**src/fpuPkg.sv**
```systemverilog
// Widths, encodings and control types shared by the FPU RTL and its testbench
// Modules import it inside their body and use scoped names in their port lists

package fpuPkg;

  //////////////////////////////
  // Format and encodings
  //////////////////////////////

  localparam int ExpBits  = 8;    // Single-precision exponent field
  localparam int FracBits = 23;   // Stored fraction, hidden bit not included

  localparam logic [6:0]  OpcodeOpFp   = 7'b1010011;   // OP-FP major opcode
  localparam logic [31:0] CanonicalNaN = 32'h7fc00000;  // Positive quiet NaN, zero payload

  // funct7 values of the single-precision ops handled here
  localparam logic [6:0] Funct7Sgnj    = 7'b0010000;   // fsgnj, fsgnjn, fsgnjx
  localparam logic [6:0] Funct7MinMax  = 7'b0010100;   // fmin, fmax
  localparam logic [6:0] Funct7Cmp     = 7'b1010000;   // fle, flt, feq
  localparam logic [6:0] Funct7MvXWCls = 7'b1110000;   // fmv.x.w and fclass share this one
  localparam logic [6:0] Funct7MvWX    = 7'b1111000;   // fmv.w.x

  //////////////////////////////
  // Data types
  //////////////////////////////

  typedef logic [31:0] wordT;    // FP value, integer source or integer result
  typedef logic [4:0]  regAdrT;  // FP register address
  typedef logic [31:0] instrT;   // Raw instruction word

  // Operation class carried down the pipe
  // opNone must stay at zero so a cleared control word is a bubble
  typedef enum logic [2:0] {
    opNone,
    opSgnj,
    opMinMax,
    opCmp,
    opClass,
    opMvXW,    // FP register to integer result
    opMvWX     // Integer source to FP register
  } fpOpT;

  // Per-instruction control, one copy per stage
  typedef struct packed {
    fpOpT       op;
    logic [2:0] funct3;     // Selects the variant within op
    regAdrT     rd;
    regAdrT     rs1;
    regAdrT     rs2;
    logic       fRegWrite;  // Writes the FP register file in W
    logic       intWrite;   // Produces FIntResM in M
    logic       uses1;      // Reads rs1 from the FP file
    logic       uses2;      // Reads rs2 from the FP file
  } fpCtrlT;

  // Operand classification from the unpacker
  typedef struct packed {
    logic sign;
    logic zero;
    logic subnorm;
    logic norm;
    logic inf;
    logic nan;      // Any NaN
    logic snan;     // Signaling, quiet bit clear
    logic quiet;    // Quiet NaN
  } fpClassT;

  // Operand source in execute, M has priority over W
  typedef enum logic [1:0] {
    fwdReg,   // Value read from the register file in D
    fwdW,     // Result sitting in writeback
    fwdM      // Result sitting in memory stage
  } fwdSelT;

endpackage

```
**src/fpuDecoder.sv**
```systemverilog
// OP-FP decoder for the single-precision subset
// Turns the decode-stage instruction into a control word and an illegal flag

module fpuDecoder (
  input  fpuPkg::instrT  InstrD,
  output fpuPkg::fpCtrlT Ctrl,
  output logic           Illegal
);
  import fpuPkg::*;

  logic [6:0] funct7;
  logic [2:0] funct3;
  regAdrT     rs2;
  fpOpT       op;
  logic       fWr, iWr;     // FP / integer write
  logic       use1, use2;   // FP sources read

  assign funct7 = InstrD[31:25];
  assign funct3 = InstrD[14:12];
  assign rs2    = InstrD[24:20];

  // Match funct7, then narrow by funct3 and the rs2 field of unary ops
  always_comb begin
    op   = opNone;
    fWr  = 1'b0;
    iWr  = 1'b0;
    use1 = 1'b0;
    use2 = 1'b0;
    if (InstrD[6:0] == OpcodeOpFp) begin
      case (funct7)
        Funct7Sgnj: if (funct3 <= 3'd2) begin       // j, jn, jx
          op   = opSgnj;
          fWr  = 1'b1;
          use1 = 1'b1;
          use2 = 1'b1;
        end
        Funct7MinMax: if (funct3 <= 3'd1) begin     // min, max
          op   = opMinMax;
          fWr  = 1'b1;
          use1 = 1'b1;
          use2 = 1'b1;
        end
        Funct7Cmp: if (funct3 <= 3'd2) begin        // le, lt, eq
          op   = opCmp;
          iWr  = 1'b1;
          use1 = 1'b1;
          use2 = 1'b1;
        end
        Funct7MvXWCls: if (rs2 == '0 && funct3 <= 3'd1) begin
          op   = (funct3 == 3'd0) ? opMvXW : opClass;
          iWr  = 1'b1;
          use1 = 1'b1;
        end
        Funct7MvWX: if (rs2 == '0 && funct3 == 3'd0) begin
          op  = opMvWX;     // Source is the integer operand, no FP read
          fWr = 1'b1;
        end
        default: ;
      endcase
    end
  end

  assign Illegal = (op == opNone);

  // Illegal words leave a fully cleared control word, i.e. a bubble
  always_comb begin
    Ctrl = '0;
    if (!Illegal) begin
      Ctrl.op        = op;
      Ctrl.funct3    = funct3;
      Ctrl.rd        = InstrD[11:7];
      Ctrl.rs1       = InstrD[19:15];
      Ctrl.rs2       = rs2;
      Ctrl.fRegWrite = fWr;
      Ctrl.intWrite  = iWr;
      Ctrl.uses1     = use1;
      Ctrl.uses2     = use2;
    end
  end

  // Legal ops write exactly one register file, illegal ones neither
  illegalNoWrite: assert final (Illegal ? !(Ctrl.fRegWrite || Ctrl.intWrite)
                                        : (Ctrl.fRegWrite ^ Ctrl.intWrite))
    else $error("decoder write bits inconsistent with Illegal");

endmodule

```
**src/fpRegFile.sv**
```systemverilog
// 32 x 32 FP register file, two read ports and one write port
// A read of the register being written returns the incoming data

module fpRegFile (
  input  logic           clk,
  input  logic           rst,
  input  fpuPkg::regAdrT Adr1,
  input  fpuPkg::regAdrT Adr2,
  input  fpuPkg::regAdrT WrAdr,
  input  fpuPkg::wordT   WrData,
  input  logic           WrEn,
  output fpuPkg::wordT   Rd1,
  output fpuPkg::wordT   Rd2
);
  import fpuPkg::*;

  wordT regs [32];

  always_ff @(posedge clk) begin
    if (rst) begin
      for (int i = 0; i < 32; i++)
        regs[i] <= '0;           // All registers start at +0
    end else if (WrEn) begin
      regs[WrAdr] <= WrData;
    end
  end

  // Write-through covers a W-stage writer and a D-stage reader in the same cycle
  assign Rd1 = (WrEn && WrAdr == Adr1) ? WrData : regs[Adr1];
  assign Rd2 = (WrEn && WrAdr == Adr2) ? WrData : regs[Adr2];

  wrDataKnown: assert property (@(posedge clk) disable iff (rst) WrEn |-> !$isunknown(WrData))
    else $error("unknown data written to FP register %0d", WrAdr);

endmodule

```
**src/fpForward.sv**
```systemverilog
// Forwarding select for the two execute operands
// Memory-stage results win over writeback results for the same register

module fpForward (
  input  fpuPkg::fpCtrlT CtrlE,
  input  fpuPkg::fpCtrlT CtrlM,
  input  fpuPkg::fpCtrlT CtrlW,
  output fpuPkg::fwdSelT Fwd1,
  output fpuPkg::fwdSelT Fwd2
);
  import fpuPkg::*;

  // One source: nearest older writer of the same register, else the file value
  function automatic fwdSelT pickSrc(input regAdrT src, input logic used,
                                     input fpCtrlT m, input fpCtrlT w);
    if (used && m.fRegWrite && m.rd == src)
      return fwdM;
    else if (used && w.fRegWrite && w.rd == src)
      return fwdW;
    else
      return fwdReg;
  endfunction

  assign Fwd1 = pickSrc(CtrlE.rs1, CtrlE.uses1, CtrlM, CtrlW);
  assign Fwd2 = pickSrc(CtrlE.rs2, CtrlE.uses2, CtrlM, CtrlW);

  // A select may only name a stage that is really writing the FP file
  fwdTargetsWriter: assert final ((Fwd1 != fwdM || CtrlM.fRegWrite) &&
                                  (Fwd1 != fwdW || CtrlW.fRegWrite) &&
                                  (Fwd2 != fwdM || CtrlM.fRegWrite) &&
                                  (Fwd2 != fwdW || CtrlW.fRegWrite))
    else $error("forward select points at a non-writing stage");

endmodule

```
**src/fpUnpack.sv**
```systemverilog
// Single-precision operand classifier
// Splits the word into sign, exponent and fraction and flags its IEEE class

module fpUnpack (
  input  fpuPkg::wordT    Op,
  output fpuPkg::fpClassT Cls
);
  import fpuPkg::*;

  logic [ExpBits-1:0]  expo;
  logic [FracBits-1:0] frac;
  logic                expOnes;   // Inf or NaN
  logic                expZero;   // Zero or subnormal
  logic                fracZero;
  logic                isNaN;

  assign expo = Op[FracBits +: ExpBits];
  assign frac = Op[FracBits-1:0];

  assign expOnes  = &expo;
  assign expZero  = ~|expo;
  assign fracZero = ~|frac;
  assign isNaN    = expOnes & ~fracZero;

  assign Cls.sign    = Op[ExpBits+FracBits];
  assign Cls.zero    = expZero & fracZero;
  assign Cls.subnorm = expZero & ~fracZero;
  assign Cls.norm    = ~expZero & ~expOnes;
  assign Cls.inf     = expOnes & fracZero;

  // Fraction MSB is the quiet bit
  assign Cls.nan   = isNaN;
  assign Cls.snan  = isNaN & ~frac[FracBits-1];
  assign Cls.quiet = isNaN & frac[FracBits-1];

endmodule

```
**src/fpCompare.sv**
```systemverilog
// Compare unit: feq/flt/fle bit, fmin/fmax result and the invalid flag
// Ordering is by sign and magnitude, no subtraction needed

module fpCompare (
  input  fpuPkg::wordT    X,
  input  fpuPkg::wordT    Y,
  input  fpuPkg::fpClassT XCls,
  input  fpuPkg::fpClassT YCls,
  input  logic [2:0]      Funct3,     // 010 eq, 001 lt, 000 le / 000 min, 001 max
  input  logic            IsMinMax,
  output logic            CmpBit,
  output fpuPkg::wordT    MinMax,
  output logic            Invalid
);
  import fpuPkg::*;

  logic anyNaN, anySNaN, bothZero;
  logic magLt, magGt;     // |X| < |Y|, |X| > |Y|
  logic xBelowY;          // Total order, -0 below +0
  logic eq, lt;

  assign anyNaN   = XCls.nan | YCls.nan;
  assign anySNaN  = XCls.snan | YCls.snan;
  assign bothZero = XCls.zero & YCls.zero;

  // Exponent and fraction compare as one unsigned field
  assign magLt = X[ExpBits+FracBits-1:0] < Y[ExpBits+FracBits-1:0];
  assign magGt = Y[ExpBits+FracBits-1:0] < X[ExpBits+FracBits-1:0];

  // Differing signs decide alone; two negatives reverse the magnitude order
  assign xBelowY = (XCls.sign != YCls.sign) ? XCls.sign : (XCls.sign ? magGt : magLt);

  assign eq = ~anyNaN & ((X == Y) | bothZero);   // +0 == -0
  assign lt = ~anyNaN & xBelowY & ~bothZero;

  always_comb begin
    case (Funct3)
      3'b010:  CmpBit = eq;
      3'b001:  CmpBit = lt;
      3'b000:  CmpBit = lt | eq;
      default: CmpBit = 1'b0;
    endcase
  end

  // feq and min/max only trap on signaling NaN, flt/fle on any NaN
  assign Invalid = IsMinMax ? anySNaN :
                   (Funct3 == 3'b010) ? anySNaN :
                   (Funct3 == 3'b001 || Funct3 == 3'b000) ? anyNaN : 1'b0;

  always_comb begin
    if (XCls.nan && YCls.nan)
      MinMax = CanonicalNaN;
    else if (XCls.nan)
      MinMax = Y;                                 // NaN loses to a number
    else if (YCls.nan)
      MinMax = X;
    else if (Funct3[0])
      MinMax = xBelowY ? Y : X;                   // fmax
    else
      MinMax = xBelowY ? X : Y;                   // fmin
  end

endmodule

```
**src/fpSignClass.sv**
```systemverilog
// Sign injection and fclass for single precision
// Both are pure bit manipulation on the first operand

module fpSignClass (
  input  fpuPkg::wordT    X,
  input  fpuPkg::wordT    Y,
  input  fpuPkg::fpClassT XCls,
  input  logic [2:0]      Funct3,    // 0 fsgnj, 1 fsgnjn, 2 fsgnjx
  output fpuPkg::wordT    SgnRes,
  output fpuPkg::wordT    ClassMask
);
  import fpuPkg::*;

  logic ySign;
  logic newSign;

  assign ySign = Y[ExpBits+FracBits];

  always_comb begin
    case (Funct3)
      3'd1:    newSign = ~ySign;              // Negated sign of Y
      3'd2:    newSign = XCls.sign ^ ySign;   // Product of both signs
      default: newSign = ySign;
    endcase
  end

  // Magnitude of X passes untouched, NaN payloads included
  assign SgnRes = {newSign, X[ExpBits+FracBits-1:0]};

  // One-hot class in RISC-V fclass bit order
  always_comb begin
    ClassMask    = '0;
    ClassMask[0] = XCls.sign & XCls.inf;
    ClassMask[1] = XCls.sign & XCls.norm;
    ClassMask[2] = XCls.sign & XCls.subnorm;
    ClassMask[3] = XCls.sign & XCls.zero;
    ClassMask[4] = ~XCls.sign & XCls.zero;
    ClassMask[5] = ~XCls.sign & XCls.subnorm;
    ClassMask[6] = ~XCls.sign & XCls.norm;
    ClassMask[7] = ~XCls.sign & XCls.inf;
    ClassMask[8] = XCls.snan;        // NaN classes ignore the sign
    ClassMask[9] = XCls.quiet;
  end

endmodule

```
**src/fpu.sv**
```systemverilog
// Four-stage single-precision FPU (decode, execute, memory, writeback)
// Every op finishes in execute; results move on to M for the core and W for the FP file
// Stall from the core freezes the whole pipe, FlushE drops the instruction leaving D

module fpu (
  input  logic          clk,
  input  logic          rst,
  input  logic          Stall,              // Freezes every pipeline register
  input  logic          FlushE,             // Bubble into E
  input  fpuPkg::instrT InstrD,
  input  fpuPkg::wordT  SrcAE,              // Integer operand for fmv.w.x, sampled in E
  output logic          IllegalFpuInstrD,
  output logic          FIntWriteM,         // Integer result valid this cycle
  output fpuPkg::wordT  FIntResM,
  output logic          SetInvalidM
);
  import fpuPkg::*;

  fpCtrlT  ctrlD, ctrlE, ctrlM, ctrlW;
  wordT    rd1D, rd2D, rd1E, rd2E;
  fwdSelT  fwd1E, fwd2E;
  wordT    xE, yE;                          // Operands after forwarding
  fpClassT xClsE, yClsE;
  logic    cmpBitE, invalidE, setInvalidE;
  wordT    minMaxE, sgnResE, classMaskE;
  wordT    fpResE, intResE;
  wordT    fpResM, fpResW;

  function automatic wordT fwdMux(input fwdSelT sel, input wordT regVal,
                                  input wordT resM, input wordT resW);
    case (sel)
      fwdM:    return resM;
      fwdW:    return resW;
      default: return regVal;
    endcase
  endfunction

  //////////////////////////////
  // Decode
  //////////////////////////////

  fpuDecoder decoder (.InstrD, .Ctrl(ctrlD), .Illegal(IllegalFpuInstrD));

  // W writes only on the edge where it moves on
  fpRegFile regFile (.clk, .rst, .Adr1(ctrlD.rs1), .Adr2(ctrlD.rs2),
                     .WrAdr(ctrlW.rd), .WrData(fpResW), .WrEn(ctrlW.fRegWrite & ~Stall),
                     .Rd1(rd1D), .Rd2(rd2D));

  always_ff @(posedge clk) begin
    if (rst)
      ctrlE <= '0;
    else if (!Stall) begin
      if (FlushE)
        ctrlE <= '0;                        // Squashed, illegal words are already cleared
      else
        ctrlE <= ctrlD;
    end
  end

  always_ff @(posedge clk) begin
    if (!Stall) begin
      rd1E <= rd1D;
      rd2E <= rd2D;
    end
  end

  //////////////////////////////
  // Execute
  //////////////////////////////

  fpForward forward (.CtrlE(ctrlE), .CtrlM(ctrlM), .CtrlW(ctrlW), .Fwd1(fwd1E), .Fwd2(fwd2E));

  assign xE = fwdMux(fwd1E, rd1E, fpResM, fpResW);
  assign yE = fwdMux(fwd2E, rd2E, fpResM, fpResW);

  fpUnpack unpackX (.Op(xE), .Cls(xClsE));
  fpUnpack unpackY (.Op(yE), .Cls(yClsE));

  fpCompare compare (.X(xE), .Y(yE), .XCls(xClsE), .YCls(yClsE), .Funct3(ctrlE.funct3),
                     .IsMinMax(ctrlE.op == opMinMax), .CmpBit(cmpBitE), .MinMax(minMaxE),
                     .Invalid(invalidE));

  fpSignClass signClass (.X(xE), .Y(yE), .XCls(xClsE), .Funct3(ctrlE.funct3),
                         .SgnRes(sgnResE), .ClassMask(classMaskE));

  // Result muxes, FP side and integer side
  always_comb begin
    fpResE  = sgnResE;
    intResE = '0;
    case (ctrlE.op)
      opMinMax: fpResE  = minMaxE;
      opMvWX:   fpResE  = SrcAE;            // Raw bits, no conversion
      opCmp:    intResE = wordT'(cmpBitE);
      opClass:  intResE = classMaskE;
      opMvXW:   intResE = xE;               // Raw bits of the FP register
      default: ;
    endcase
  end

  assign setInvalidE = invalidE & (ctrlE.op == opCmp || ctrlE.op == opMinMax);

  //////////////////////////////
  // Memory and writeback
  //////////////////////////////

  always_ff @(posedge clk) begin
    if (rst) begin
      ctrlM       <= '0;
      ctrlW       <= '0;
      SetInvalidM <= 1'b0;
    end else if (!Stall) begin
      ctrlM       <= ctrlE;
      ctrlW       <= ctrlM;
      SetInvalidM <= setInvalidE;
    end
  end

  always_ff @(posedge clk) begin
    if (!Stall) begin
      fpResM   <= fpResE;
      FIntResM <= intResE;
      fpResW   <= fpResM;                   // Only the FP result goes on to W
    end
  end

  assign FIntWriteM = ctrlM.intWrite;

  // An op in M feeds either the core or the FP file, never both
  oneWriteInM: assert property (@(posedge clk) disable iff (rst)
                                !(FIntWriteM && ctrlM.fRegWrite))
    else $error("M stage writes both register files");

endmodule

```
**config.mk**
```make
export PLATFORM = sky130hd
export DESIGN_NAME = fpu
export DESIGN_NICKNAME = d
export VERILOG_FILES = /design/src/fpuPkg.sv /design/src/fpuDecoder.sv /design/src/fpRegFile.sv /design/src/fpForward.sv /design/src/fpUnpack.sv /design/src/fpCompare.sv /design/src/fpSignClass.sv /design/src/fpu.sv
export SDC_FILE = /design/constraint.sdc
export NUM_CORES = 2
export LEC_CHECK = 0
export BUFFER_PORTS_ARGS = -buffer_cell sky130_fd_sc_hd__buf_2
export CORE_ASPECT_RATIO = 0.5
export CORE_UTILIZATION = 50
export DETAILED_ROUTE_END_ITERATION = 6
export PLACE_DENSITY_LB_ADDON = 0.3
export SYNTH_ARGS = -nofsm -noshare
export SYNTH_HDL_FRONTEND = slang
export SYNTH_HIERARCHICAL = 1
export SYNTH_SLANG_ARGS = --single-unit
```
**constraint.sdc**
```tcl
create_clock -name clk -period 6.45 [get_ports clk]
set_input_delay 0.3225 -clock clk [delete_from_list [all_inputs] [get_ports clk]]
set_output_delay 0.3225 -clock clk [all_outputs]
set_load 0.02 [all_outputs]
```
-- Word-level counts from Yosys, hierarchy flattened
Memories as Yosys holds them, arrays and structs flattened.
Index checks and enable logic that the tools add are counted.
- add/subtract/negate cells: 0
- multiply operators: 0
- div/mod/pow operators: 0
- magnitude comparators: 4
- eq/ne operators: 25
- shifts and indexed selects: 0
- muxes and demuxes: 53
- bitwise logic cells: 37
- reduce and logical (&&, ||, !) cells: 31
- operators with widths (cell ; count):
    $mux 32 ; 9
    $pmux 32 s2 ; 3
    $pmux 32 s3 ; 1
    $lt 31x31->1 ; 2
    $mux 25 ; 2
    $reduce_or 23->1 ; 2
    $eq 32x32->1 ; 1
    $reduce_or 32->1 ; 1
    $eq 5x5->1 ; 6
    $eq 7x7->1 const B ; 4
    $and 1x1->1 ; 24
    $mux 1 ; 23
    $reduce_and 8->1 ; 2
    $reduce_or 8->1 ; 2
    $pmux 3 s5 ; 1
    $eq 7x5->1 const B ; 2
    $logic_and 1x1->1 ; 13
    $eq 3x2->1 const B ; 3
    $eq 3x3->1 const B ; 3
    $logic_not 3->1 ; 3
    $mux 3 ; 3
    $pmux 1 s3 ; 3
    $mux 2 ; 4
    $not 1->1 ; 8
    14 further kinds ; 25
- flip-flop bits (word level): 199
- bits in latches: 0
- bits in writable memories: 1024
- bits in read-only memories: 0
- input port bits: 68
- output and inout port bits: 35
- word-level logic and storage cells: 171
- memories: 1
- memory list (name ; words ; bits a word ; rd ports ; clocked after memory_dff ; wr ports ; RTL line ; source):
    regFile.regs ; 32 ; 32 ; 2 ; 0 ; 32 ; fpRegFile.sv:17 ; wordT regs [32];

-- Logic depth before layout (Yosys ltp)
- depth in word-level cells: 15
- gate-level depth with buffers: 22
- depth with buffers taken out: 19

-- Modules after synthesis
Netlist, hierarchy kept.
- by module, submodules not included (module ; times used ; cells an instance ; area an instance (sq um) ; seq. area each (sq um)):
    fpRegFile ; 1 ; 4088 ; 56206.4 ; 30749.5
    fpu ; 1 ; 789 ; 9701.8 ; 6326.1
    fpCompare ; 1 ; 188 ; 1377.6 ; 0.0
    fpuDecoder ; 1 ; 79 ; 623.1 ; 0.0
    fpSignClass ; 1 ; 69 ; 521.8 ; 0.0
    fpUnpack ; 2 ; 26 ; 171.4 ; 0.0
    fpForward ; 1 ; 32 ; 262.8 ; 0.0

-- Least setup slack after synthesis
No wires, ideal clock.
- path kind: reg-to-reg
- start point: register ctrlE[12] (netlist name)
- end point: register fpResM[10] (data pin)
- library setup time: 267 ps
- arrival time: 4667 ps
- data required time: 6183 ps
- path slack: 1516 ps
- stages on the path, launching flop included: 22
- buffers on the path: 3
- period minus slack after synthesis: 4934 ps
- path through: dfxtp_1 > xor2_1 > nor4_2 > o211a_1 > inv_1 > ha_1 > buf_2 > clkbuf_2 > o21ai_0 > inv_1 > ha_1 > nand4_1 > or4_4 > o31ai_2 > o22ai_1 > nor3_4 > mux2_4 > or2_4 > buf_6 > a22o_1 > mux2i_1 > o21ai_0
- cells in the longest elaborated chain, start to end: 15
- elaborated cells between the ends (all ways): 25
- those cells by class: order compare (2); eq/ne (5); mux (12); bitwise (1); reduce/logical (5)
- RTL lines (what ; RTL line ; source):
    from (decl) ; fpu.sv:19 ; fpCtrlT ctrlD, ctrlE, ctrlM, ctrlW;
    from (signal assigned) ; fpu.sv:56 ; ctrlE <= ctrlD;
    $eq 5x5->1 ; fpForward.sv:18 ; else if (used && w.fRegWrite && w.rd == src)
    $logic_and 1x1->1 ; fpForward.sv:18 ;
    $mux 1 ; fpForward.sv:18 ;
    $mux 2 * ; fpForward.sv:16 ; if (used && m.fRegWrite && m.rd == src)
    via fwd1E[0] ; fpu.sv:21 ; fwdSelT fwd1E, fwd2E;
    $eq 2x1->1 / $eq 2x2->1 (equally long branches) ; fpu.sv:31 ; case (sel)
    $pmux 32 s2 * ; fpu.sv:31 ;
    via xE[14] ; fpu.sv:22 ; wordT xE, yE;
    (+3 left out) ; n/a ;
    $mux 32 (on tied branches) ; fpCompare.sv:60, fpCompare.sv:58 ;
    $mux 32 ; fpCompare.sv:57 ; else if (Funct3[0])
    $mux 32 ; fpCompare.sv:55 ; else if (YCls.nan)
    $mux 32 ; fpCompare.sv:53 ; else if (XCls.nan)
    $mux 32 * ; fpCompare.sv:51 ; if (XCls.nan && YCls.nan)
    via minMaxE[10] ; fpu.sv:25 ; wordT minMaxE, sgnResE, classMaskE;
    $pmux 32 s2 * ; fpu.sv:90 ; case (ctrlE.op)
    via fpResE[10] ; fpu.sv:26 ; wordT fpResE, intResE;
    to (signal assigned) ; fpu.sv:120 ; fpResM <= fpResE;
    to (decl) ; fpu.sv:27 ; wordT fpResM, fpResW;
The timed path passes the listed nets; every way through them passes the cells marked *.
A chain may end at the register's enable or synchronous reset.

-- Worst setup path after layout
- start point: register ctrlW[15] (netlist name)
- end point: register fpResM[22] (data pin)
- cells in the longest elaborated chain, start to end: 15
- elaborated cells between the ends (all ways): 33
- those cells by class: order compare (2); eq/ne (7); mux (15); bitwise (2); reduce/logical (7)
- RTL lines (what ; RTL line ; source):
    from (decl) ; fpu.sv:19 ;
    from (signal assigned) ; fpu.sv:113 ; ctrlW <= ctrlM;
    $eq 5x5->1 * ; fpForward.sv:18 ;
    $logic_and 1x1->1 * ; fpForward.sv:18 ;
    $mux 1 * ; fpForward.sv:18 ;
    $mux 2 * ; fpForward.sv:16 ;
    via fwd1E[0] ; fpu.sv:21 ;
    $eq 2x1->1 / $eq 2x2->1 (equally long branches) ; fpu.sv:31 ;
    $pmux 32 s2 * ; fpu.sv:31 ;
    via xE[16] ; fpu.sv:22 ;
    (+3 left out) ; n/a ;
    $mux 32 (on tied branches) ; fpCompare.sv:60, fpCompare.sv:58 ;
    $mux 32 ; fpCompare.sv:57 ;
    $mux 32 ; fpCompare.sv:55 ;
    $mux 32 ; fpCompare.sv:53 ;
    $mux 32 * ; fpCompare.sv:51 ;
    via minMaxE[22] ; fpu.sv:25 ;
    $pmux 32 s2 * ; fpu.sv:90 ;
    via fpResE[22] ; fpu.sv:26 ;
Marked as above.

==> reports/qor.yml <==
setup_path:
  startpoint_type: "flip-flop"
  cp_slowest_cell: "dfxtp_1"
  reg2reg_setup_slack_ns: 0.67
  cp_cell_sequence: "xor2_1, nor4_2, o211a_1, ha_1, buf_4, a22oi_1, o21ai_0, inv_1, ha_1, nand4_1, nor4_1, and2b_1, o22ai_1, nor3_4, mux2i_1, nor2b_4, o22a_1, mux2i_1, o21ai_0"
  rr_worst_depth: 19
  path_max_fanout: 16
  crit_path_end_kind: "flip-flop"
  required_ns: 7.01
  worstReg2RegEnd: "fpResM[22]"
  worst_ep_arrival_time_ns: 6.33
  rr_startpoint: "ctrlW[15]"
  worst-setup-path-type: "flip-flop to flip-flop"
  worst_path_largest_cell_delay_ns: 0.57
floorplan:
  row_count: 95
  ioPinCount: 103
  die_h_microns: 262
  coreArea_sq_um: 134000
  initial_core_util_pct: 50.4
  dieArea_sq_um: 137000
  die_w_microns: 523
route:
  drt_wl_total_mm: 224
  first_pass_iters: 6
  routedWlPerCell_microns: 31.8
  ant_nets: 0
  drcViolationCount: 0
  via_per_inst: 6.65
  drtIter0Drc: 7016
  vias: 46744
worst_hold_path:
  holdPathStages: 3
  holdCritPathClass: "input pin to flip-flop"
  hold_end: "fpResM[18]"
  worstHoldStart: "SrcAE[18]"
yosys:
  avgSynthCellArea_sq_um: 13.1
  syn_area_sq_um: 67800
  ys_warn_count: 6
  syn_inst: 5180
power:
  p_leak_nw: 24.9
  irDropWorstVdd_v: 0.000202
  p_per_area_nw_per_um2: 237
placement:
  io_buffers: 102
  dpl.hpwl_mm: 144
  gp_congestion: 0.938
sta:
  rsz0062_at_grt: "false"
  worst_pin_slew_ns: 1.39
  slew_headroom_pct: 7.62
  clock_skew_ns: 0.0362
  timing.final.crit_share_pct: 89.6
  min_period_ns: 5.78
  hold_violations: 0
  max_freq_mhz: 173
  setup_tns_ns: 0
  slew_violations: 0
  setup_viol: 0
run_status:
  status: "completed"
finish:
  drive_gt1_share_pct: 23.0
  nets: 5231
  post-route-util_pct: 55.2
  area_growth_pct: 9.34
cts:
  cts_tree: "done"
  clkTransAtPathRegs_ns: 0.06
  h-tree-depth: 3
  clock_sinks: 1223
  cts-buffers-inserted: 115
  clockRootBuffer: "clkbuf_16"
  ctsLongestPathBuffers: 3
  clock_latency_ns: 0.76
grt:
  antenna_found_initial: 15
  track_usage_pct: 32.0
  grt_pass1_vias: 44799
  gr-total-overflow: 0
  grt_max_degree: 105
  grt_first_pass_wirelength_mm: 316
job:
  drv_cap: 0
## critical path: cells and delay by family (launching register included)
| family | cells | cell delay [ns] |
|---|---|---|
| AND/OR/NAND/NOR | 6 | 1.82 |
| AO/OA/AOI/OAI | 6 | 1.40 |
| adder cells (fa/ha/maj) | 2 | 0.72 |
| flip-flops | 1 | 0.57 |
| multiplexers | 2 | 0.55 |
| buffers and inverters | 2 | 0.39 |
| XOR/XNOR | 1 | 0.15 |
## power breakdown
group          internal [mW]  switching, mW  leakage [nW]  total [mW]
registers               9.08          0.206          11.7        9.29
logic                  0.377          0.666          11.3        1.04
clock network           4.10           3.13          1.93        7.23
## layout by cell type, fill, tap and decap left out, types with 22 or more instances in the layout
cell           instances
o211ai_1              23
a21oi_1               25
clkbuf_16            119
nor3_1                38
or3_1                 26
inv_1                 62
nand3_1               35
nor2_1                89
o31ai_1               22
a22oi_1              223
o22ai_1              121
edfxtp_1            1184
nor2b_1               61
nand4_1               26
dfxtp_1               38
buf_2                102
clkinv_2              27
o21ai_1               43
nor2_2                35
a211oi_1              50
mux4_2               277
mux2_2               258
or2_2                 33
buf_4                221
clkinv_1              30
nand2_1              222
o21ai_0               82
and2_1               998
ha_1                  33
dlygate4sd3_1         31
a22o_1                62
mux2i_1              248
conb_1                23
nand2b_1              26
## how the worst max path moves through the flow
stage                          from         end  slack [ns]  cells after the start
after floorplan           ctrlE[12]  fpResM[10]        1.53                     21
after global placement    ctrlW[15]   fpResM[7]        0.27                     20
after detailed placement  ctrlW[15]   fpResM[8]        0.21                     20
after CTS                 ctrlW[15]  fpResM[18]        0.23                     20
after global routing      ctrlW[15]  fpResM[22]        0.11                     19
final                     ctrlW[15]  fpResM[22]        0.67                     19
## per-layer routing
layer | up-vias | global-route usage (%) | routed length, microns
li1 | 19368 | - | -
met1 | 23701 | 45.1 | 87600
met2 | 3254 | 47.4 | 97600
met3 | 413 | 11.1 | 32700
met4 | 8 | 7.77 | 5420
met5 | - | 0 | 198
## sequential cells by signal, summed over array words and instances, names as in the netlist
register,flops
ctrlE,25
rd2E,32
ctrlW,6
regFile/regs,1024
rd1E,32
fpResM,32
fpResW,32
FIntWriteM,1
SetInvalidM,1
FIntResM,32
ctrlM,6
## metrics by stage
| stage | instance area, sq um | std cells | hold WS (ns) | setup WS (ns) | total power [mW] |
|---|---|---|---|---|---|
| 3_3_place_gp | 69800 | 6774 | 0.473 | 0.267 | 10.4 |
| 2_1_floorplan | 67800 | 5201 | 0.451 | 1.53 | 10.0 |
| 6_report | 74100 | 7032 | 0.0454 | 0.671 | 17.6 |
| 3_5_place_dp | 69800 | 6774 | 0.483 | 0.211 | 10.4 |
| 4_1_cts | 74000 | 7021 | 0.00620 | 0.226 | 17.5 |
| 5_1_grt | 74100 | 7021 | 0.0639 | 0.109 | 17.9 |
## repair_timing
action | 4_1_cts | 5_1_grt
setup endpoints to repair | 0 | 22
resized for setup | 0 | 3
endpoints found under the hold margin | 31 | 0
hold buffers | 31 | 0
buffers inserted | 0 | 0
## area by class of cell
cell class | count | area (sq um)
fill | 10784 | 60200
sequential | 1223 | 36300
inverter | 64 | 245
antenna | 11 | 27.5
tap | 1794 | 2240
clock inverter | 81 | 878
multi-input combinational | 3349 | 28400
clock buffer | 135 | 3060
timing repair buffer | 375 | 2900
No activity file was read; power rests on OpenSTA's default activity.
